### config.mk
export PLATFORM = sky130hd
export DESIGN_NAME = kdi_top
export DESIGN_NICKNAME = d
export VERILOG_FILES = /design/src/verilog/kdi_pkg.sv /design/src/verilog/kdi_if.sv /design/src/verilog/kdi_req_arb.sv /design/src/verilog/kdi_ctrl_fsm.sv /design/src/verilog/kdi_key_regs.sv /design/src/verilog/kdi_top.sv
export VERILOG_INCLUDE_DIRS = /design/src /design/src/verilog
export SDC_FILE = /design/constraint.sdc
export NUM_CORES = 1
export LEC_CHECK = 0
export BUFFER_PORTS_ARGS = -buffer_cell sky130_fd_sc_hd__buf_2
export CAP_MARGIN = 20
export CORE_AREA = 2 2 414 416
export DETAILED_ROUTE_END_ITERATION = 8
export DIE_AREA = 0 0 416 418
export PLACE_DENSITY = 0.3
export SYNTH_ARGS = -nofsm -noshare
export SYNTH_HDL_FRONTEND = slang
export SYNTH_SLANG_ARGS = --single-unit
### constraint.sdc
create_clock -name clk_i -period 4.8 [get_ports clk_i]
set_input_delay 0.72 -clock clk_i [delete_from_list [all_inputs] [get_ports clk_i]]
set_output_delay 0.72 -clock clk_i [all_outputs]
set_load 0.02 [all_outputs]
### src/verilog/kdi_defines.svh
////////////////////
// Key derivation widths and counts
// Block, entropy, key, nonce and seed sizes shared by all blocks
////////////////////

`ifndef KDI_DEFINES_SVH
`define KDI_DEFINES_SVH

// Digest engine block width
`define KDI_BLOCK_W 64
// Entropy source word width
`define KDI_EDN_W 32
// Derived key and nonce widths
`define KDI_KEY_W 128
`define KDI_NONCE_W 128

// Seed widths per requester kind
`define KDI_FLASH_SEED_W 256
// Used twice to fill four digest blocks
`define KDI_SRAM_SEED_W 128

// Requesters and block counter width
`define KDI_NUM_REQ 3
`define KDI_CNT_W 2

`endif

### src/verilog/kdi_pkg.sv
////////////////////
// Key derivation types
// Digest commands, constant selects, FSM states and nonce view
////////////////////

`include "kdi_defines.svh"

package kdi_pkg;

  // Commands understood by the digest engine
  typedef enum logic [1:0] {
    LoadShadow     = 2'd0,
    DigestInit     = 2'd1,
    Digest         = 2'd2,
    DigestFinalize = 2'd3
  } scrmbl_cmd_e;

  // Netlist constant index per key kind
  typedef enum logic [1:0] {
    FlashDataKey = 2'd0,
    FlashAddrKey = 2'd1,
    SramDataKey  = 2'd2
  } digest_sel_e;

  // Derivation FSM, plain binary
  typedef enum logic [3:0] {
    Reset        = 4'd0,
    Idle         = 4'd1,
    DigClr       = 4'd2,
    DigLoad      = 4'd3,
    FetchEntropy = 4'd4,
    DigEntropy   = 4'd5,
    DigFin       = 4'd6,
    DigWait      = 4'd7,
    FetchNonce   = 4'd8,
    Finish       = 4'd9,
    Error        = 4'd10
  } state_e;

  // Nonce register, filled per entropy word and read per digest block
  typedef union packed {
    logic [`KDI_NONCE_W/`KDI_EDN_W-1:0][`KDI_EDN_W-1:0]     words;
    logic [`KDI_NONCE_W/`KDI_BLOCK_W-1:0][`KDI_BLOCK_W-1:0] blocks;
  } nonce_u;

endpackage

### src/verilog/kdi_if.sv
////////////////////
// Key derivation internal bundles
// Granted request from arbiter, register control from FSM
////////////////////

`timescale 1ns/1ps

`include "kdi_defines.svh"

// Selected request, held by the arbiter until ack
interface kdi_req_if;
  logic                                   valid;
  logic                                   ready;
  logic                                   ingest_entropy;
  logic                                   fetch_nonce;
  // Index of the last nonce word to fetch
  logic [`KDI_CNT_W-1:0]                  nonce_size;
  kdi_pkg::digest_sel_e                   digest_sel;
  logic                                   seed_valid;
  logic [3:0][`KDI_BLOCK_W-1:0]           seed;

  // Arbiter side
  modport arb (
    output valid, ingest_entropy, fetch_nonce, nonce_size, digest_sel,
    output seed_valid, seed,
    input  ready
  );

  // FSM side
  modport ctrl (
    input  valid, ingest_entropy, fetch_nonce, nonce_size, digest_sel,
    output ready
  );

  // Register side
  modport regs (
    input seed, seed_valid, digest_sel
  );
endinterface

// Register enables and mux control, FSM to key registers
interface kdi_reg_if;
  logic                  key_reg_en;
  logic                  nonce_reg_en;
  logic                  seed_valid_reg_en;
  logic                  data_sel_entropy;
  logic [`KDI_CNT_W-1:0] seed_cnt;
  logic [`KDI_CNT_W-1:0] entropy_cnt;

  modport ctrl (
    output key_reg_en, nonce_reg_en, seed_valid_reg_en, data_sel_entropy,
    output seed_cnt, entropy_cnt
  );

  modport regs (
    input key_reg_en, nonce_reg_en, seed_valid_reg_en, data_sel_entropy,
    input seed_cnt, entropy_cnt
  );
endinterface

### src/verilog/kdi_req_arb.sv
////////////////////
// Key request arbiter
// Round-robin pick among requesters, grant held until ack
////////////////////

`timescale 1ns/1ps

`include "kdi_defines.svh"

module kdi_req_arb (
  input  logic                         clk_i,
  input  logic                         rst_ni,
  input  logic                         flash_data_req_i,
  input  logic                         flash_addr_req_i,
  input  logic                         sram_req_i,
  output logic                         flash_data_ack_o,
  output logic                         flash_addr_ack_o,
  output logic                         sram_ack_o,
  input  logic                         seed_valid_i,
  input  logic [`KDI_FLASH_SEED_W-1:0] flash_data_seed_i,
  input  logic [`KDI_FLASH_SEED_W-1:0] flash_addr_seed_i,
  input  logic [`KDI_SRAM_SEED_W-1:0]  sram_seed_i,
  kdi_req_if.arb                       req
);

  logic [`KDI_NUM_REQ-1:0]                        req_vec;
  logic [`KDI_NUM_REQ-1:0]                        ack_vec;
  logic [`KDI_NUM_REQ-1:0][`KDI_FLASH_SEED_W-1:0] seeds;
  logic [`KDI_CNT_W-1:0]                          rr_q;
  logic [`KDI_CNT_W-1:0]                          gnt_idx_q;
  logic [`KDI_CNT_W-1:0]                          pick_idx;
  logic [`KDI_CNT_W-1:0]                          sel_idx;
  logic                                           busy_q;

  assign req_vec = {sram_req_i, flash_addr_req_i, flash_data_req_i};

  // SRAM seed is repeated to cover four blocks
  assign seeds[0] = flash_data_seed_i;
  assign seeds[1] = flash_addr_seed_i;
  assign seeds[2] = {sram_seed_i, sram_seed_i};

  ////////////////////
  // Pick
  ////////////////////

  // First active requester at or after the pointer
  always_comb begin : p_pick
    logic found;
    int   idx;
    found    = 1'b0;
    pick_idx = rr_q;
    for (int i = 0; i < `KDI_NUM_REQ; i++) begin
      idx = (int'(rr_q) + i) % `KDI_NUM_REQ;
      if (!found && req_vec[idx]) begin
        found    = 1'b1;
        pick_idx = idx[`KDI_CNT_W-1:0];
      end
    end
  end

  // Locked index while busy, live pick otherwise
  assign sel_idx   = busy_q ? gnt_idx_q : pick_idx;
  assign req.valid = busy_q | (|req_vec);

  // Per-requester configuration
  always_comb begin : p_cfg
    req.fetch_nonce = 1'b1;
    req.seed_valid  = seed_valid_i;
    req.seed        = seeds[sel_idx];
    case (sel_idx)
      2'd0: begin
        req.ingest_entropy = 1'b0;
        req.digest_sel     = kdi_pkg::FlashDataKey;
        req.nonce_size     = 2'd3;
      end
      2'd1: begin
        req.ingest_entropy = 1'b0;
        req.digest_sel     = kdi_pkg::FlashAddrKey;
        // Two nonce words only
        req.nonce_size     = 2'd1;
      end
      default: begin
        req.ingest_entropy = 1'b1;
        req.digest_sel     = kdi_pkg::SramDataKey;
        req.nonce_size     = 2'd3;
      end
    endcase
  end

  // Ready becomes the granted ack in the same cycle
  always_comb begin : p_ack
    for (int i = 0; i < `KDI_NUM_REQ; i++) begin
      ack_vec[i] = req.ready && (int'(gnt_idx_q) == i);
    end
  end

  assign flash_data_ack_o = ack_vec[0];
  assign flash_addr_ack_o = ack_vec[1];
  assign sram_ack_o       = ack_vec[2];

  always_ff @(posedge clk_i or negedge rst_ni) begin : p_regs
    if (!rst_ni) begin
      busy_q    <= 1'b0;
      gnt_idx_q <= '0;
      rr_q      <= '0;
    end else if (req.ready) begin
      busy_q <= 1'b0;
      // Pointer moves past the served requester
      rr_q   <= (int'(gnt_idx_q) == `KDI_NUM_REQ - 1) ? '0 : gnt_idx_q + 1'b1;
    end else if (!busy_q && (|req_vec)) begin
      busy_q    <= 1'b1;
      gnt_idx_q <= pick_idx;
    end
  end

endmodule

### src/verilog/kdi_ctrl_fsm.sv
////////////////////
// Key derivation control FSM
// Sequences seed and entropy blocks through the digest engine
// and fetches entropy for ingestion and for the nonce
////////////////////

`timescale 1ns/1ps

`include "kdi_defines.svh"

module kdi_ctrl_fsm (
  input  logic                 clk_i,
  input  logic                 rst_ni,
  input  logic                 kdi_en_i,
  input  logic                 escalate_i,
  output logic                 fsm_err_o,
  output logic                 edn_req_o,
  input  logic                 edn_ack_i,
  output kdi_pkg::scrmbl_cmd_e scrmbl_cmd_o,
  output kdi_pkg::digest_sel_e scrmbl_sel_o,
  output logic                 scrmbl_valid_o,
  input  logic                 scrmbl_ready_i,
  input  logic                 scrmbl_valid_i,
  kdi_req_if.ctrl              req,
  kdi_reg_if.ctrl              regs
);

  kdi_pkg::state_e       state_d, state_q;
  logic [`KDI_CNT_W-1:0] seed_cnt_q, entropy_cnt_q;
  logic                  seed_cnt_en, seed_cnt_clr;
  logic                  entropy_cnt_en, entropy_cnt_clr;
  logic                  edn_req_d, edn_req_q;
  logic                  edn_done;

  assign edn_req_o        = edn_req_q;
  // Word accepted only against an open request
  assign edn_done         = edn_req_q & edn_ack_i;
  assign regs.seed_cnt    = seed_cnt_q;
  assign regs.entropy_cnt = entropy_cnt_q;
  assign scrmbl_sel_o     = req.digest_sel;
  assign fsm_err_o        = (state_q == kdi_pkg::Error);

  always_comb begin : p_fsm
    state_d         = state_q;
    seed_cnt_en     = 1'b0;
    seed_cnt_clr    = 1'b0;
    entropy_cnt_en  = 1'b0;
    entropy_cnt_clr = 1'b0;
    // Open request drops the cycle after its ack
    edn_req_d       = edn_req_q & ~edn_ack_i;
    scrmbl_cmd_o    = kdi_pkg::LoadShadow;
    scrmbl_valid_o  = 1'b0;
    req.ready       = 1'b0;
    regs.key_reg_en        = 1'b0;
    regs.nonce_reg_en      = 1'b0;
    regs.seed_valid_reg_en = 1'b0;
    regs.data_sel_entropy  = 1'b0;

    unique case (state_q)
      // Wait for enable after start-up
      kdi_pkg::Reset: begin
        if (kdi_en_i) begin
          state_d = kdi_pkg::Idle;
        end
      end
      kdi_pkg::Idle: begin
        if (req.valid) begin
          state_d         = kdi_pkg::DigClr;
          seed_cnt_clr    = 1'b1;
          entropy_cnt_clr = 1'b1;
        end
      end
      // Digest state back to the selected IV
      kdi_pkg::DigClr: begin
        scrmbl_valid_o = 1'b1;
        scrmbl_cmd_o   = kdi_pkg::DigestInit;
        if (scrmbl_ready_i) begin
          state_d = kdi_pkg::DigLoad;
        end
      end
      // Even block to shadow, odd block triggers a round
      kdi_pkg::DigLoad: begin
        scrmbl_valid_o = 1'b1;
        if (seed_cnt_q[0]) begin
          scrmbl_cmd_o = kdi_pkg::Digest;
          if (scrmbl_ready_i) begin
            state_d = req.ingest_entropy ? kdi_pkg::FetchEntropy : kdi_pkg::DigFin;
          end
        end else if (scrmbl_ready_i) begin
          seed_cnt_en = 1'b1;
        end
      end
      // Four words into the nonce register
      kdi_pkg::FetchEntropy: begin
        edn_req_d = ~edn_ack_i;
        if (edn_done) begin
          regs.nonce_reg_en = 1'b1;
          if (entropy_cnt_q == 2'd3) begin
            state_d         = kdi_pkg::DigEntropy;
            entropy_cnt_clr = 1'b1;
          end else begin
            entropy_cnt_en = 1'b1;
          end
        end
      end
      // Same pairing as the seed, taken from the nonce blocks
      kdi_pkg::DigEntropy: begin
        scrmbl_valid_o        = 1'b1;
        regs.data_sel_entropy = 1'b1;
        if (entropy_cnt_q[0]) begin
          scrmbl_cmd_o = kdi_pkg::Digest;
          if (scrmbl_ready_i) begin
            state_d         = kdi_pkg::DigFin;
            entropy_cnt_clr = 1'b1;
          end
        end else if (scrmbl_ready_i) begin
          entropy_cnt_en = 1'b1;
        end
      end
      kdi_pkg::DigFin: begin
        scrmbl_valid_o = 1'b1;
        scrmbl_cmd_o   = kdi_pkg::DigestFinalize;
        if (scrmbl_ready_i) begin
          state_d = kdi_pkg::DigWait;
        end
      end
      // Result goes to key half seed_cnt[1]
      kdi_pkg::DigWait: begin
        if (scrmbl_valid_i) begin
          regs.key_reg_en = 1'b1;
          if (seed_cnt_q == 2'd1) begin
            // Second half starts at block 2
            seed_cnt_en = 1'b1;
            state_d     = kdi_pkg::DigClr;
          end else begin
            seed_cnt_clr           = 1'b1;
            regs.seed_valid_reg_en = 1'b1;
            state_d = req.fetch_nonce ? kdi_pkg::FetchNonce : kdi_pkg::Finish;
          end
        end
      end
      // Overwrite nonce words up to the configured index
      kdi_pkg::FetchNonce: begin
        edn_req_d = ~edn_ack_i;
        if (edn_done) begin
          regs.nonce_reg_en = 1'b1;
          if (entropy_cnt_q == req.nonce_size) begin
            state_d         = kdi_pkg::Finish;
            entropy_cnt_clr = 1'b1;
          end else begin
            entropy_cnt_en = 1'b1;
          end
        end
      end
      kdi_pkg::Finish: begin
        req.ready = 1'b1;
        state_d   = kdi_pkg::Idle;
      end
      // Terminal
      kdi_pkg::Error: begin
        state_d = kdi_pkg::Error;
      end
      default: begin
        state_d = kdi_pkg::Error;
      end
    endcase

    // Escalation wins over every state
    if (escalate_i) begin
      state_d = kdi_pkg::Error;
    end
  end

  ////////////////////
  // Registers
  ////////////////////

  always_ff @(posedge clk_i or negedge rst_ni) begin : p_regs
    if (!rst_ni) begin
      state_q       <= kdi_pkg::Reset;
      edn_req_q     <= 1'b0;
      seed_cnt_q    <= '0;
      entropy_cnt_q <= '0;
    end else begin
      state_q   <= state_d;
      edn_req_q <= edn_req_d;
      if (seed_cnt_clr) begin
        seed_cnt_q <= '0;
      end else if (seed_cnt_en) begin
        seed_cnt_q <= seed_cnt_q + 1'b1;
      end
      if (entropy_cnt_clr) begin
        entropy_cnt_q <= '0;
      end else if (entropy_cnt_en) begin
        entropy_cnt_q <= entropy_cnt_q + 1'b1;
      end
    end
  end

endmodule

### src/verilog/kdi_key_regs.sv
////////////////////
// Key, nonce and seed-valid registers
// Also picks the block fed to the digest engine
////////////////////

`timescale 1ns/1ps

`include "kdi_defines.svh"

module kdi_key_regs (
  input  logic                    clk_i,
  input  logic                    rst_ni,
  input  logic [`KDI_EDN_W-1:0]   edn_data_i,
  input  logic [`KDI_BLOCK_W-1:0] scrmbl_data_i,
  output logic [`KDI_BLOCK_W-1:0] scrmbl_data_o,
  output logic [`KDI_KEY_W-1:0]   key_o,
  output logic [`KDI_NONCE_W-1:0] nonce_o,
  output logic                    seed_valid_o,
  kdi_req_if.regs                 req,
  kdi_reg_if.regs                 regs
);

  // Key as two digest halves
  logic [`KDI_KEY_W/`KDI_BLOCK_W-1:0][`KDI_BLOCK_W-1:0] key_q;
  kdi_pkg::nonce_u                                      nonce_q;
  logic                                                 seed_valid_q;

  always_ff @(posedge clk_i or negedge rst_ni) begin : p_regs
    if (!rst_ni) begin
      key_q        <= '0;
      nonce_q      <= '0;
      seed_valid_q <= 1'b0;
    end else begin
      if (regs.key_reg_en) begin
        key_q[regs.seed_cnt[1]] <= scrmbl_data_i;
      end
      // One entropy word per ack
      if (regs.nonce_reg_en) begin
        nonce_q.words[regs.entropy_cnt] <= edn_data_i;
      end
      if (regs.seed_valid_reg_en) begin
        seed_valid_q <= req.seed_valid;
      end
    end
  end

  // Entropy block, else seed block gated to zero when invalid
  assign scrmbl_data_o = regs.data_sel_entropy ? nonce_q.blocks[regs.entropy_cnt[0]] :
                         req.seed_valid        ? req.seed[regs.seed_cnt]            :
                                                 '0;

  assign key_o        = key_q;
  assign nonce_o      = nonce_q;
  assign seed_valid_o = seed_valid_q;

endmodule

### src/verilog/kdi_top.sv
////////////////////
// Scrambling key derivation top
// Arbiter, control FSM and key registers
////////////////////

`timescale 1ns/1ps

`include "kdi_defines.svh"

module kdi_top (
  input  logic                         clk_i,
  input  logic                         rst_ni,
  input  logic                         kdi_en_i,
  input  logic                         escalate_i,
  output logic                         fsm_err_o,
  // Seeds
  input  logic                         seed_valid_i,
  input  logic [`KDI_FLASH_SEED_W-1:0] flash_data_seed_i,
  input  logic [`KDI_FLASH_SEED_W-1:0] flash_addr_seed_i,
  input  logic [`KDI_SRAM_SEED_W-1:0]  sram_seed_i,
  // Requesters
  input  logic                         flash_data_req_i,
  input  logic                         flash_addr_req_i,
  input  logic                         sram_req_i,
  output logic                         flash_data_ack_o,
  output logic                         flash_addr_ack_o,
  output logic                         sram_ack_o,
  output logic [`KDI_KEY_W-1:0]        key_o,
  output logic [`KDI_NONCE_W-1:0]      nonce_o,
  output logic                         seed_valid_o,
  // Entropy source
  output logic                         edn_req_o,
  input  logic                         edn_ack_i,
  input  logic [`KDI_EDN_W-1:0]        edn_data_i,
  // Digest engine
  output kdi_pkg::scrmbl_cmd_e         scrmbl_cmd_o,
  output kdi_pkg::digest_sel_e         scrmbl_sel_o,
  output logic [`KDI_BLOCK_W-1:0]      scrmbl_data_o,
  output logic                         scrmbl_valid_o,
  input  logic                         scrmbl_ready_i,
  input  logic                         scrmbl_valid_i,
  input  logic [`KDI_BLOCK_W-1:0]      scrmbl_data_i
);

  kdi_req_if u_req_if ();
  kdi_reg_if u_reg_if ();

  kdi_req_arb u_req_arb (
    .clk_i,
    .rst_ni,
    .flash_data_req_i,
    .flash_addr_req_i,
    .sram_req_i,
    .flash_data_ack_o,
    .flash_addr_ack_o,
    .sram_ack_o,
    .seed_valid_i,
    .flash_data_seed_i,
    .flash_addr_seed_i,
    .sram_seed_i,
    .req              (u_req_if.arb)
  );

  kdi_ctrl_fsm u_ctrl_fsm (
    .clk_i,
    .rst_ni,
    .kdi_en_i,
    .escalate_i,
    .fsm_err_o,
    .edn_req_o,
    .edn_ack_i,
    .scrmbl_cmd_o,
    .scrmbl_sel_o,
    .scrmbl_valid_o,
    .scrmbl_ready_i,
    .scrmbl_valid_i,
    .req            (u_req_if.ctrl),
    .regs           (u_reg_if.ctrl)
  );

  kdi_key_regs u_key_regs (
    .clk_i,
    .rst_ni,
    .edn_data_i,
    .scrmbl_data_i,
    .scrmbl_data_o,
    .key_o,
    .nonce_o,
    .seed_valid_o,
    .req           (u_req_if.regs),
    .regs          (u_reg_if.regs)
  );

endmodule

Word-level counts from Yosys, hierarchy flattened
Cells that the tools add are included.
{ "classes": {"div": 3, "n_eq_ne": 29, "add_sub_neg": 5, "magnitude_cmp": 10, "muxes": 88, "bitwise": 5, "n_reduce_logical": 23} }
{ "ops": {"columns": ["operator", "count"], "rows": [
  ["256-bit binary-select mux with 2-bit select", 1],
  ["64-bit two-way mux", 6],
  ["128-bit bitwise mux", 2],
  ["256-bit two-way mux", 1],
  ["64-bit binary-select mux with 2-bit select", 1],
  ["32-bit by 4-bit less-than comparator with 1-bit output, second input constant", 3],
  ["32-bit demux with 2-bit select", 1],
  ["64-bit demux with 1-bit select", 1],
  ["32-bit by 3-bit modulo with 32-bit output, second input constant", 2],
  ["4-bit two-way mux", 15],
  ["4-bit one-hot mux with 10 select lines", 1],
  ["1-bit two-way mux", 36],
  ["3-bit by 3-bit modulo with 32-bit output, second input constant", 1],
  ["32-bit two-way mux", 1],
  ["2-bit two-way mux", 13],
  ["3-bit by 2-bit inequality test with 1-bit output, second input constant", 7],
  ["3-bit inequality test, second input constant", 6],
  ["4-bit by 3-bit == test with 1-bit output, second input constant", 4],
  ["13-bit AND reduction", 1],
  ["4-bit == test, second input constant", 3],
  ["2-bit by 3-bit less-than comparator with 1-bit output, second input constant", 3],
  ["4-bit by 2-bit == test with 1-bit output, second input constant", 2],
  ["1-bit logical AND", 8],
  ["2-bit one-hot mux with 4 select lines", 1],
  ["26 further kinds", 43]
]} }
{ "totals": {"register_bits": 271} }

Logic depth before layout (Yosys ltp)
Gate-level depths: netlist of the first run.
{ "logic_depth": {"depth_word": 20, "mapped_depth": 14} }

Cells and area by module
Synthesis of the first run repeated with hierarchy kept, for this count alone.
{ "hier_totals": {"hier_cells": 2215, "hier_area_um2": 22202.5} }
{ "by_module_without_submodules": {"columns": ["module", "instances", "cells_each", "seq_area_each_um2", "area_each_um2"], "rows": [
  ["kdi_key_regs", 1, 908, 6431.2, 12669.7],
  ["kdi_req_arb", 1, 1194, 125.1, 8643.3],
  ["kdi_ctrl_fsm", 1, 113, 225.2, 889.6]
]} }

Worst setup path after synthesis of the first run
Ideal clock, no wire load.
{ "synth_timing": {"path_type": "register to output", "start": "reg u_req_arb.rr_q[0]", "end": "out scrmbl_data_o[18]", "n_path_buf": 2, "path_slack_ns": 1.110, "stages_incl_launch_ff": 14, "t_arrival_ns": 2.970, "path_cell_list": "dfrtp_1 -> inv_1 -> ha_1 -> buf_2 -> mux2i_1 -> o2111ai_1 -> nor3_1 -> a211o_1 -> nand2_1 -> inv_2 -> clkbuf_1 -> nor3_1 -> a221oi_1 -> o221ai_1"} }
{ "synth_via": {"elab_chain_len": 18, "elab_cells_between_ends": 30, "cone_classes": "2 x add/sub; 3 x div; 21 x mux; 4 x reduce/logical"} }
{ "synth_lines": {"columns": ["element", "line", "source"], "rows": [
  ["start: declaration", "kdi_req_arb.sv:29", "logic [`KDI_CNT_W-1:0] rr_q;"],
  ["start signal: assignment", "kdi_req_arb.sv:109", "rr_q <= (int'(gnt_idx_q) == `KDI_NUM_REQ - 1) ? '0 : gnt_idx_q + 1'b1;"],
  ["parallel branches: the longest is 10 deep, another holds 32-bit by 3-bit modulo with 32-bit output", null, null],
  ["2-bit two-way mux *", "kdi_req_arb.sv:54", "if (!found && req_vec[idx]) begin"],
  ["2-bit two-way mux *", "kdi_req_arb.sv:62", "assign sel_idx = busy_q ? gnt_idx_q : pick_idx;"],
  ["256-bit binary-select mux with 2-bit select *", "kdi_req_arb.sv:69", "req.seed = seeds[sel_idx];"],
  ["256-bit two-way mux (not written as such) *", "kdi_req_arb.sv:69", null],
  ["64-bit binary-select mux with 2-bit select *", "kdi_key_regs.sv:49", "req.seed_valid ? req.seed[regs.seed_cnt] :"],
  ["64-bit two-way mux (not written as such) *", "kdi_key_regs.sv:49", null],
  ["64-bit two-way mux *", "kdi_key_regs.sv:49", null],
  ["64-bit two-way mux *", "kdi_key_regs.sv:48", "assign scrmbl_data_o = regs.data_sel_entropy ? nonce_q.blocks[regs.entropy_cnt[0]] :"],
  ["end: declaration", "kdi_top.sv:38", "output logic [`KDI_BLOCK_W-1:0] scrmbl_data_o,"]
]} }
Every way passes the cells marked *. The select of a mux whose other input is x is not followed.

Worst setup path after layout of the first run
{ "layout_timing": {"start": "reg u_req_arb.rr_q[0]", "end": "out scrmbl_data_o[10]"} }
The elaborated chain is that of the path after synthesis.

==> results by group, run 1 <==
Global routing
  • Vias in the first global route: 20.7k
  • Total GRT Usage: 17.1%
  • Antenna violations before repair: 67
  • Largest net degree at the start of global routing: 102
  • First-pass GRT wire length: 201 mm
  • Overflow after GRT: 0

Route
  • Vias: 20.6k
  • Residual DRC: 0
  • Antenna viol nets, final: 0
  • WL per Instance: 31.1 um
  • Drt pass-1 iters: 5
  • Vias per cell: 4.03
  • Drt initial violations: 1,506
  • Routed WL: 159 mm

Final layout
  • Most frequent cells in the layout: buf_2 (1,057), dfrtp_1 (267), mux2_2 (258)
  • Fillers: 19.3k
  • Area grow syn2layout: 67.1%
  • Final Instance Area: 28,400 um2
  • Most common cell after layout, fill and taps aside: buf_2
  • Share of layout cells above drive strength 1: 59.4%
  • Final #Nets: 3,588
  • Fin util: 16.8%

Yosys
  • Synth Net Count: 2,482
  • Area leader, netlist: dfrtp_1
  • Ys flop type: dfrtp_1
  • Synth top area share: 39.9%
  • Syn_area_per_cell: 9.85 um2
  • Cell area after synthesis: 17,000 um2
  • Sequential element share of the synthesized area: 39.9%
  • Mapped Cells: 1,727
  • Synth Register Bits: 271
  • Post-synth EDFFs: 0
  • Library cells used by synthesis: 60
  • Synth top area cells: dfrtp_1 (40%), mux2_2 (17%), o221ai_1 (5.8%), mux2i_1 (3.9%), o21ai_0 (2.9%)
  • Synthesis Warnings: 0
  • Synth async-reset ratio: 100%

Setup path
  • Crit path DAT: 4.06 ns
  • Most Frequent Cell on Critical Path: buf_4
  • CP max stage cell: dfrtp_2
  • Setup crit start kind: flip-flop
  • Endpoint class of the critical path: output pin
  • Reg2reg path depth: 13
  • WS Path Type: reg -> out
  • Crit-path cells: inv_2 > ha_4 > buf_6 > inv_1 > o2bb2ai_2 > a222oi_1 > buf_4 > a211o_4 > a211o_4 > buf_16 > buf_12 > o22ai_2 > a311o_1 > o221ai_1 > buf_4 > buf_4
  • Reg-to-reg endpoint: u_ctrl_fsm.state_q[0]$_DFFE_PN0P_
  • RR Startpoint: u_req_arb.rr_q[0]$_DFFE_PN0P_
  • CP required: 4.08 ns
  • Crit-path max FO: 21
  • Crit path largest cell delay: 0.42 ns
  • Setup slack, reg-to-reg: 1.61 ns

Clock tree
  • Hold buffer count at cts: 0
  • CTS buffer count: 38
  • CTS Buffer Depth: 3
  • CTS Sinks: 271
  • H-tree levels: 2
  • Clk slew on worst S/H paths: 0.06 ns
  • CTS tree: done
  • CTS root buffer: clkbuf_16
  • Clock latency on the worst-skew pair: 0.58 ns

Power and ir drop
  • Leak pwr: 0.0138 uW
  • Total power: 6930 uW
  • Pwr dens: 244 nW/um2
  • Peak VDD IR: 0.000242 V

Floorplan
  • Core area: 169,000 um2
  • Die Ht: 418 um
  • DIE WIDTH: 416 um
  • IO Count: 1,078
  • Site row count: 151
  • Full die area: 174,000 um2
  • Initial Util: 10.1%

Timing
  • Hold Fails Final Rpt: 0
  • Slew Viols, Final: 0
  • Clock skew: 0.0257 ns
  • Final setup margin: 0.0238 ns
  • Final setup viols: 0
  • Max_slew headroom: 23.9%
  • Post-layout min period: 4.78 ns
  • Fmax: 209 MHz
  • Final period util: 99.5%
  • RSZ-0062 raised after global routing: yes
  • Worst Tran Pin Value: 1.14 ns

Place
  • Setup WS pre-CTS: -0.0739 ns
  • Final HPWL DP: 130 mm
  • GP Congestion: 0.919
  • Port-buffer cells: 1,077
  • Placement Cell Area: 25,800 um2

Min path
  • Hold Crit Class: in -> async

Run
  • Max cap viols: 0

Run status
  • Outcome: complete, no violations
-- cells by family after synthesis --
family | after synthesis | share of synthesized area (%)
adder cells (fa/ha/maj) | 8 | 0.588
AO/OA/AOI/OAI | 528 | 22.9
flip-flops | 271 | 39.8
buffers and inverters | 184 | 4.50
XOR/XNOR | 4 | 0.206
multiplexers | 324 | 21.0
AND/OR/NAND/NOR | 408 | 11.0
-- per-stage QoR --
step                      TNS, ns  hold slack (ns)  instances
after global placement     -0.337            0.484       4966
after floorplan                 0            0.424       1727
after global routing      -0.0991            0.141       5096
final                           0            0.108       5101
after detailed placement   -0.168            0.488       4966
after CTS                 -0.0905            0.112       5059
-- layer usage --
layer / up-vias / share of wire [%] / track usage, %
met1: 10400 / 41 / 21.4
met2: 1070 / 48 / 28.5
met5: - / 0.14 / 0
met4: 36 / 3.1 / 4.91
li1: 8886 / - / -
met3: 199 / 7.8 / 4.68
-- worst max-delay path: cells and delay by family, from the launching register on --
kind	cells	cell delay (ns)
AOI/OAI and AO/OA	7	1.45
adders and majority gates	1	0.30
buffers and inverters	8	1.21
DFF	1	0.42
-- power breakdown --
group          switching (uW)  internal, uW
Combinational            1030           681
Sequential               32.8          2300
Clock                    1200          1670
Total                    2270          4660
-- layout make-up --
type | count | area (um2) | area share, %
Antenna cell | 20 | 50.0 | 0.176
Multi-Input combinational cell | 1272 | 10200 | 35.8
Inverter | 11 | 67.6 | 0.238
Tap cell | 2218 | 2780 | 9.76
Timing Repair inverter | 3 | 26.3 | 0.0924
Clock buffer | 53 | 1100 | 3.86
Sequential cell | 271 | 6790 | 23.9
Clock inverter | 17 | 156 | 0.550
Timing Repair Buffer | 1236 | 7300 | 25.7
-- sequential cells by signal, indices dropped and copies added (netlist names) --
register,flops
u_key_regs.seed_valid_o,1
u_key_regs.key_o,128
u_req_arb.busy_q,1
u_ctrl_fsm.regs.entropy_cnt,2
u_ctrl_fsm.regs.seed_cnt,2
u_ctrl_fsm.edn_req_o,1
u_req_arb.rr_q,2
u_req_arb.gnt_idx_q,2
u_ctrl_fsm.state_q,4
u_key_regs.nonce_o,128
-- worst max-delay path by stage --
stage	slack, ns	to	startpoint
after floorplan	1.11	scrmbl_data_o[18]	u_req_arb.rr_q[0]$_DFFE_PN0P_
after global placement	-0.12	scrmbl_data_o[51]	u_req_arb.rr_q[0]$_DFFE_PN0P_
after detailed placement	-0.07	scrmbl_data_o[51]	u_req_arb.rr_q[0]$_DFFE_PN0P_
after CTS	-0.07	scrmbl_data_o[60]	u_req_arb.rr_q[0]$_DFFE_PN0P_
after global routing	-0.02	scrmbl_data_o[55]	u_req_arb.rr_q[0]$_DFFE_PN0P_
final	0.02	scrmbl_data_o[10]	u_req_arb.rr_q[0]$_DFFE_PN0P_
-- cells in the mapped netlist, types with 40 or more instances --
cell / count
a21o_1: 66
a21oi_1: 40
clkbuf_1: 117
dfrtp_1: 271
mux2_2: 258
mux2i_1: 66
nand2_1: 121
nand3_1: 69
nor2_1: 84
nor3_1: 70
o21ai_0: 100
o221ai_1: 112
-- timing repair --
action,CTS,global route
resized for setup,92,79
cloned,3,9
pin swaps,9,16
endpoints found under the setup margin,64,60
buffers inserted,20,14
Note: power is estimated with default switching activity, not from simulation.
==> run 2, diff against run 1 <==
==> constraint.sdc (replaced) <==
create_clock -name clk_i -period 4.8 [get_ports clk_i]
set_input_delay 0.48 -clock clk_i [delete_from_list [all_inputs] [get_ports clk_i]]
set_output_delay 0.48 -clock clk_i [all_outputs]
set_load 0.02 [all_outputs]
==> run 2 against run 1 <==
Register-to-register slack got worse by 0.04 ns. Fmax up 2.3%. Core utilization is 0.55 points lower. Critical path type unchanged. Critical endpoint is now scrmbl_data_o[7]. Largest power group unchanged. Highest routed layer unchanged.
==> results by group, run 2 (same netlist as run 1, synthesis figures left out) <==
Floorplan
  • Site row count: 151
  • Initial Util: 10.1%
  • Core area: 169,000 um2
  • DIE WIDTH: 416 um
  • Die Ht: 418 um
  • Full die area: 174,000 um2
  • IO Count: 1,078

Clock tree
  • CTS Buffer Depth: 3
  • H-tree levels: 2
  • CTS buffer count: 37
  • CTS Sinks: 271
  • Clock latency on the worst-skew pair: 0.56 ns
  • CTS tree: done
  • Clk slew on worst S/H paths: 0.05 ns
  • CTS root buffer: clkbuf_16

Timing
  • Post-layout min period: 4.67 ns
  • Clock skew: 0.0219 ns
  • Fmax: 214 MHz
  • Final hold slack: 0.125 ns
  • Worst Tran Pin Value: 1.08 ns
  • Slew Viols, Final: 0
  • Max_slew headroom: 27.9%
  • Hold Fails Final Rpt: 0
  • Final period util: 97.2%
  • Final setup viols: 0

Setup path
  • Setup crit start kind: flip-flop
  • Endpoint class of the critical path: output pin
  • Crit path DAT: 4.19 ns
  • Crit-path max FO: 35
  • Most Frequent Cell on Critical Path: buf_4
  • Reg-to-reg endpoint: u_key_regs.nonce_o[68]$_DFFE_PN0P_
  • CP required: 4.32 ns
  • Buf+Inv Stages, Crit Path: 6
  • Crit-path cells: inv_1 > ha_2 > and2_2 > o311ai_2 > a222oi_1 > buf_4 > a211o_4 > nand2_2 > inv_2 > buf_12 > nor3_1 > buf_4 > a221oi_2 > o221ai_1 > buf_2
  • Setup slack, reg-to-reg: 1.57 ns
  • CP max stage cell: o221ai_1
  • Top delay family on crit path: compound AO/OA/AOI/OAI gates
  • RR Startpoint: u_ctrl_fsm.regs.entropy_cnt[0]$_DFFE_PN0P_
  • Crit path largest cell delay: 0.44 ns
  • Reg2reg path depth: 6
  • WS Path Type: reg -> out

Min path
  • Hold path cells: 2
  • Min-delay src: edn_ack_i
  • Hold endpoint: u_ctrl_fsm.edn_req_o$_DFF_PN0_
  • Hold Crit Class: in -> reg

Final layout
  • Fin util: 16.3%
  • Area grow syn2layout: 61.6%
  • Final Instance Area: 27,500 um2
  • Most frequent cells in the layout: buf_2 (1,073), dfrtp_1 (268), mux2_2 (258)
  • Fillers: 19.4k
  • Final #Nets: 3,564
  • Share of layout cells above drive strength 1: 57.0%
  • Most common cell after layout, fill and taps aside: buf_2

Place
  • GP Congestion: 0.910
  • Port-buffer cells: 1,077
  • Final HPWL DP: 130 mm
  • Placement Cell Area: 25,800 um2

Route
  • Vias per cell: 3.99
  • Drt initial violations: 1,568
  • Drt pass-1 iters: 5
  • Routed WL: 156 mm
  • Vias: 20.2k
  • Antenna viol nets, final: 0
  • WL per Instance: 30.8 um
  • Residual DRC: 0

Global routing
  • Overflow after GRT: 0
  • Antenna violations before repair: 74
  • First-pass GRT wire length: 199 mm
  • Total GRT Usage: 16.9%
  • Vias in the first global route: 20.4k
  • Largest net degree at the start of global routing: 77

Run status
  • Outcome: complete, no violations

Run
  • Max cap viols: 0

Power and ir drop
  • Peak VDD IR: 0.000200 V
  • Leak pwr: 0.0135 uW
  • Pwr dens: 249 nW/um2
## run 2: cell count changes in the layout (fill, tap and decap cells not counted), sizes merged
cell,delta
diode,-4
clkbuf,-7
a211o,+1
inv,-6
dlygate4sd3,+1
clkinv,+1
buf,-17
bufinv,+2
clkinvlp,-1
## run 2: worst max path at each step
stage	from	depth (start not counted)	slack, ns	end
floorplan	u_req_arb.rr_q[0]$_DFFE_PN0P_	13	1.35	scrmbl_data_o[18]
global placement	u_req_arb.rr_q[1]$_DFFE_PN0P_	14	-0.1	scrmbl_data_o[20]
detailed placement	u_req_arb.rr_q[1]$_DFFE_PN0P_	14	-0.04	scrmbl_data_o[20]
CTS	u_req_arb.rr_q[1]$_DFFE_PN0P_	13	0.005	scrmbl_data_o[43]
global route	u_req_arb.rr_q[1]$_DFFE_PN0P_	14	-0.01	scrmbl_data_o[60]
finish	u_req_arb.rr_q[1]$_DFFE_PN0P_	15	0.13	scrmbl_data_o[7]
## run 2: per-stage QoR
step	cells	total power [uW]	TNS, ns	worst slack [ns]
final	5071	6850	0	0.133
after global routing	5065	7140	-0.0172	-0.0101
after CTS	5045	6970	0	0.00516
after detailed placement	4971	3970	-0.0445	-0.0445
after global placement	4971	3980	-0.0970	-0.0970
after floorplan	1727	2950	0	1.35
## run 2: power by group
part / switching, uW / internal (uW) / leakage (uW)
Sequential: 33.8 / 2300 / 0.00376
Combinational: 985 / 624 / 0.00911
Clock: 1130 / 1770 / 0.000619
Total: 2150 / 4700 / 0.0135
## run 2: final cells by class
cell class / instances / area, um2 / share of cell area [%]
Antenna cell: 16 / 40.0 / 0.146
Clock buffer: 52 / 1100 / 4.02
Clock inverter: 15 / 171 / 0.623
Inverter: 11 / 67.6 / 0.246
Multi-Input combinational cell: 1273 / 9750 / 35.5
Sequential cell: 271 / 6790 / 24.7
Tap cell: 2218 / 2780 / 10.1
Timing Repair Buffer: 1214 / 6790 / 24.7
Timing Repair inverter: 1 / 8.76 / 0.0319
## run 2: per-layer routing
layer / vias up / track usage, % / wire [um]
met5: - / 0 / 206
met4: 36 / 2.98 / 2730
met3: 187 / 4.01 / 11000
met2: 957 / 29.0 / 76700
met1: 10200 / 21.7 / 65500
li1: 8827 / - / -
## run 2: repair_timing
item	CTS	global route
endpoints found under the hold margin	71	0
gates cloned	2	2
endpoints found under the setup margin	34	53
hold buffers	1	0
buffers inserted	4	7
pin swaps	4	6
gates resized for setup	15	29
==> run 3, diff against run 2 <==
CORE_AREA = 2 2 415 417   (was 2 2 414 416)
DIE_AREA = 0 0 417 419   (was 0 0 416 418)
clock period = 5.2 ns   (was 4.8 ns; I/O delays follow)
==> run 3 against run 2 <==
Die area increased by 0.48%. Sequential power is 8% lower. Clock power is 10% lower. Highest routed layer unchanged. Clock skew grew 0.014 ns. Combinational power decreased by 12%. Critical endpoint is now scrmbl_data_o[18]. Final area decreased by 2.7%. Final cell count shrank 0.63%. Non-clock buffer count shrank 47. Global-route usage shrank 0.39 points. Register-to-register slack improved by 0.07 ns.
==> results by group, run 3 (same netlist as run 1, synthesis figures left out) <==
Run
  • Max cap viols: 0

Global routing
  • Antenna violations before repair: 75
  • Overflow after GRT: 0
  • Total GRT Usage: 16.5%
  • Largest net degree at the start of global routing: 87
  • First-pass GRT wire length: 196 mm
  • Vias in the first global route: 20.1k

Clock tree
  • CTS root buffer: clkbuf_16
  • CTS buffer count: 37
  • CTS Sinks: 271
  • Clock latency on the worst-skew pair: 0.56 ns
  • CTS Buffer Depth: 3
  • Clk slew on worst S/H paths: 0.06 ns
  • CTS tree: done
  • H-tree levels: 2

Place
  • Final HPWL DP: 128 mm
  • Placement Cell Area: 25,400 um2
  • GP Congestion: 0.909
  • Port-buffer cells: 1,077

Timing
  • Slew Viols, Final: 0
  • Worst Tran Pin Value: 0.989 ns
  • Post-layout min period: 5.07 ns
  • Clock skew: 0.0361 ns
  • Fmax: 197 MHz
  • Max_slew headroom: 32.2%
  • Final hold slack: 0.170 ns
  • Final period util: 97.5%
  • RSZ-0062 raised after global routing: yes
  • TNS Setup: 0 ns
  • Hold Fails Final Rpt: 0
  • Final setup viols: 0

Setup path
  • Setup crit start kind: flip-flop
  • Setup slack, reg-to-reg: 1.64 ns
  • CP required: 4.68 ns
  • Crit path DAT: 4.55 ns
  • Crit-path max FO: 64
  • WS Path Type: reg -> out
  • Crit. Startpoint: u_req_arb.rr_q[0]$_DFFE_PN0P_
  • Crit-path cells: inv_1 > ha_1 > mux2i_1 > o2111ai_1 > a211oi_2 > nor3_1 > a22oi_2 > bufinv_8 > buf_4 > a221oi_1 > o221ai_1 > buf_2
  • RR Startpoint: u_req_arb.rr_q[0]$_DFFE_PN0P_
  • Buf+Inv Stages, Crit Path: 4
  • Endpoint class of the critical path: output pin
  • CP max stage cell: a221oi_1
  • Top delay family on crit path: compound AO/OA/AOI/OAI gates
  • Crit path largest cell delay: 0.53 ns

Floorplan
  • Core area: 171,000 um2
  • Initial Util: 9.98%
  • Die Ht: 419 um
  • Full die area: 175,000 um2
  • Site row count: 152
  • DIE WIDTH: 417 um
  • IO Count: 1,078

Route
  • Residual DRC: 0
  • Vias: 20.1k
  • Routed WL: 153 mm
  • Vias per cell: 4.00
  • WL per Instance: 30.3 um
  • Drt initial violations: 1,582
  • Drt pass-1 iters: 5
  • Antenna viol nets, final: 0

Power and ir drop
  • Leak pwr: 0.0132 uW
  • Peak VDD IR: 0.000196 V
  • Pwr dens: 230 nW/um2

Final layout
  • Share of layout cells above drive strength 1: 55.3%
  • Fillers: 19.6k
  • Final Instance Area: 26,800 um2
  • Area grow syn2layout: 57.3%
  • Most frequent cells in the layout: buf_2 (1,076), dfrtp_1 (269), mux2_2 (258)
  • Most common cell after layout, fill and taps aside: buf_2
  • Final #Nets: 3,515

Min path
  • Hold Crit Class: in -> reg
  • Min-delay src: edn_ack_i

Run status
  • Outcome: complete, no violations
-- run 3: worst paths after layout --
check,end,cells past startpoint
worst max-delay path,scrmbl_data_o[18],12
worst min-delay path,u_ctrl_fsm.edn_req_o$_DFF_PN0_,2
worst max register to register,u_ctrl_fsm.state_q[0]$_DFFE_PN0P_,11
worst min register to register,u_key_regs.key_o[126]$_DFFE_PN0P_,1
max in group asynchronous,u_key_regs.key_o[82]$_DFFE_PN0P_,3
min in group asynchronous,u_key_regs.key_o[106]$_DFFE_PN0P_,2
-- run 3: repair_timing --
item                                    CTS  global route
buffers inserted                          2             0
pin swaps                                 1             0
endpoints found under the hold margin    38             0
resized for setup                         1             9
hold buffers                              1             0
endpoints found under the setup margin    8            14
-- run 3: metal layers --
layer  global-route usage, %  share of wire, %  vias to the layer above
met5                       0              0.19                        -
met1                    20.3                40                    10200
met3                    5.31               9.3                      199
li1                        -                 -                     8718
met2                    28.1                48                      978
met4                    3.78               2.3                       48
-- run 3: cell type report --
cell class	count	area, um2	area share (%)
Antenna cell	20	50.0	0.187
Inverter	11	57.6	0.215
Sequential cell	271	6790	25.4
Tap cell	2233	2790	10.4
Multi-Input combinational cell	1272	9620	35.9
Clock inverter	13	133	0.495
Timing Repair Buffer	1167	6250	23.3
Clock buffer	52	1070	4.01
-- run 3: through the flow --
stage               power [uW]  setup slack, ns  utilization (%)  instances
global route              6450          -0.0937             15.7       5028
finish                    6150            0.129             15.7       5039
floorplan                 2720             1.71                -       1727
detailed placement        3590            0.501             14.9       4950
global placement          3600            0.549             14.9       4950
CTS                       6310          0.00732             15.6       5018
-- run 3: power by group --
| group | switching [uW] | internal, uW | total [uW] |
|---|---|---|---|
| Sequential | 26.1 | 2120 | 2150 |
| Clock | 1060 | 1540 | 2600 |
| Combinational | 876 | 531 | 1410 |
| Total | 1960 | 4190 | 6150 |
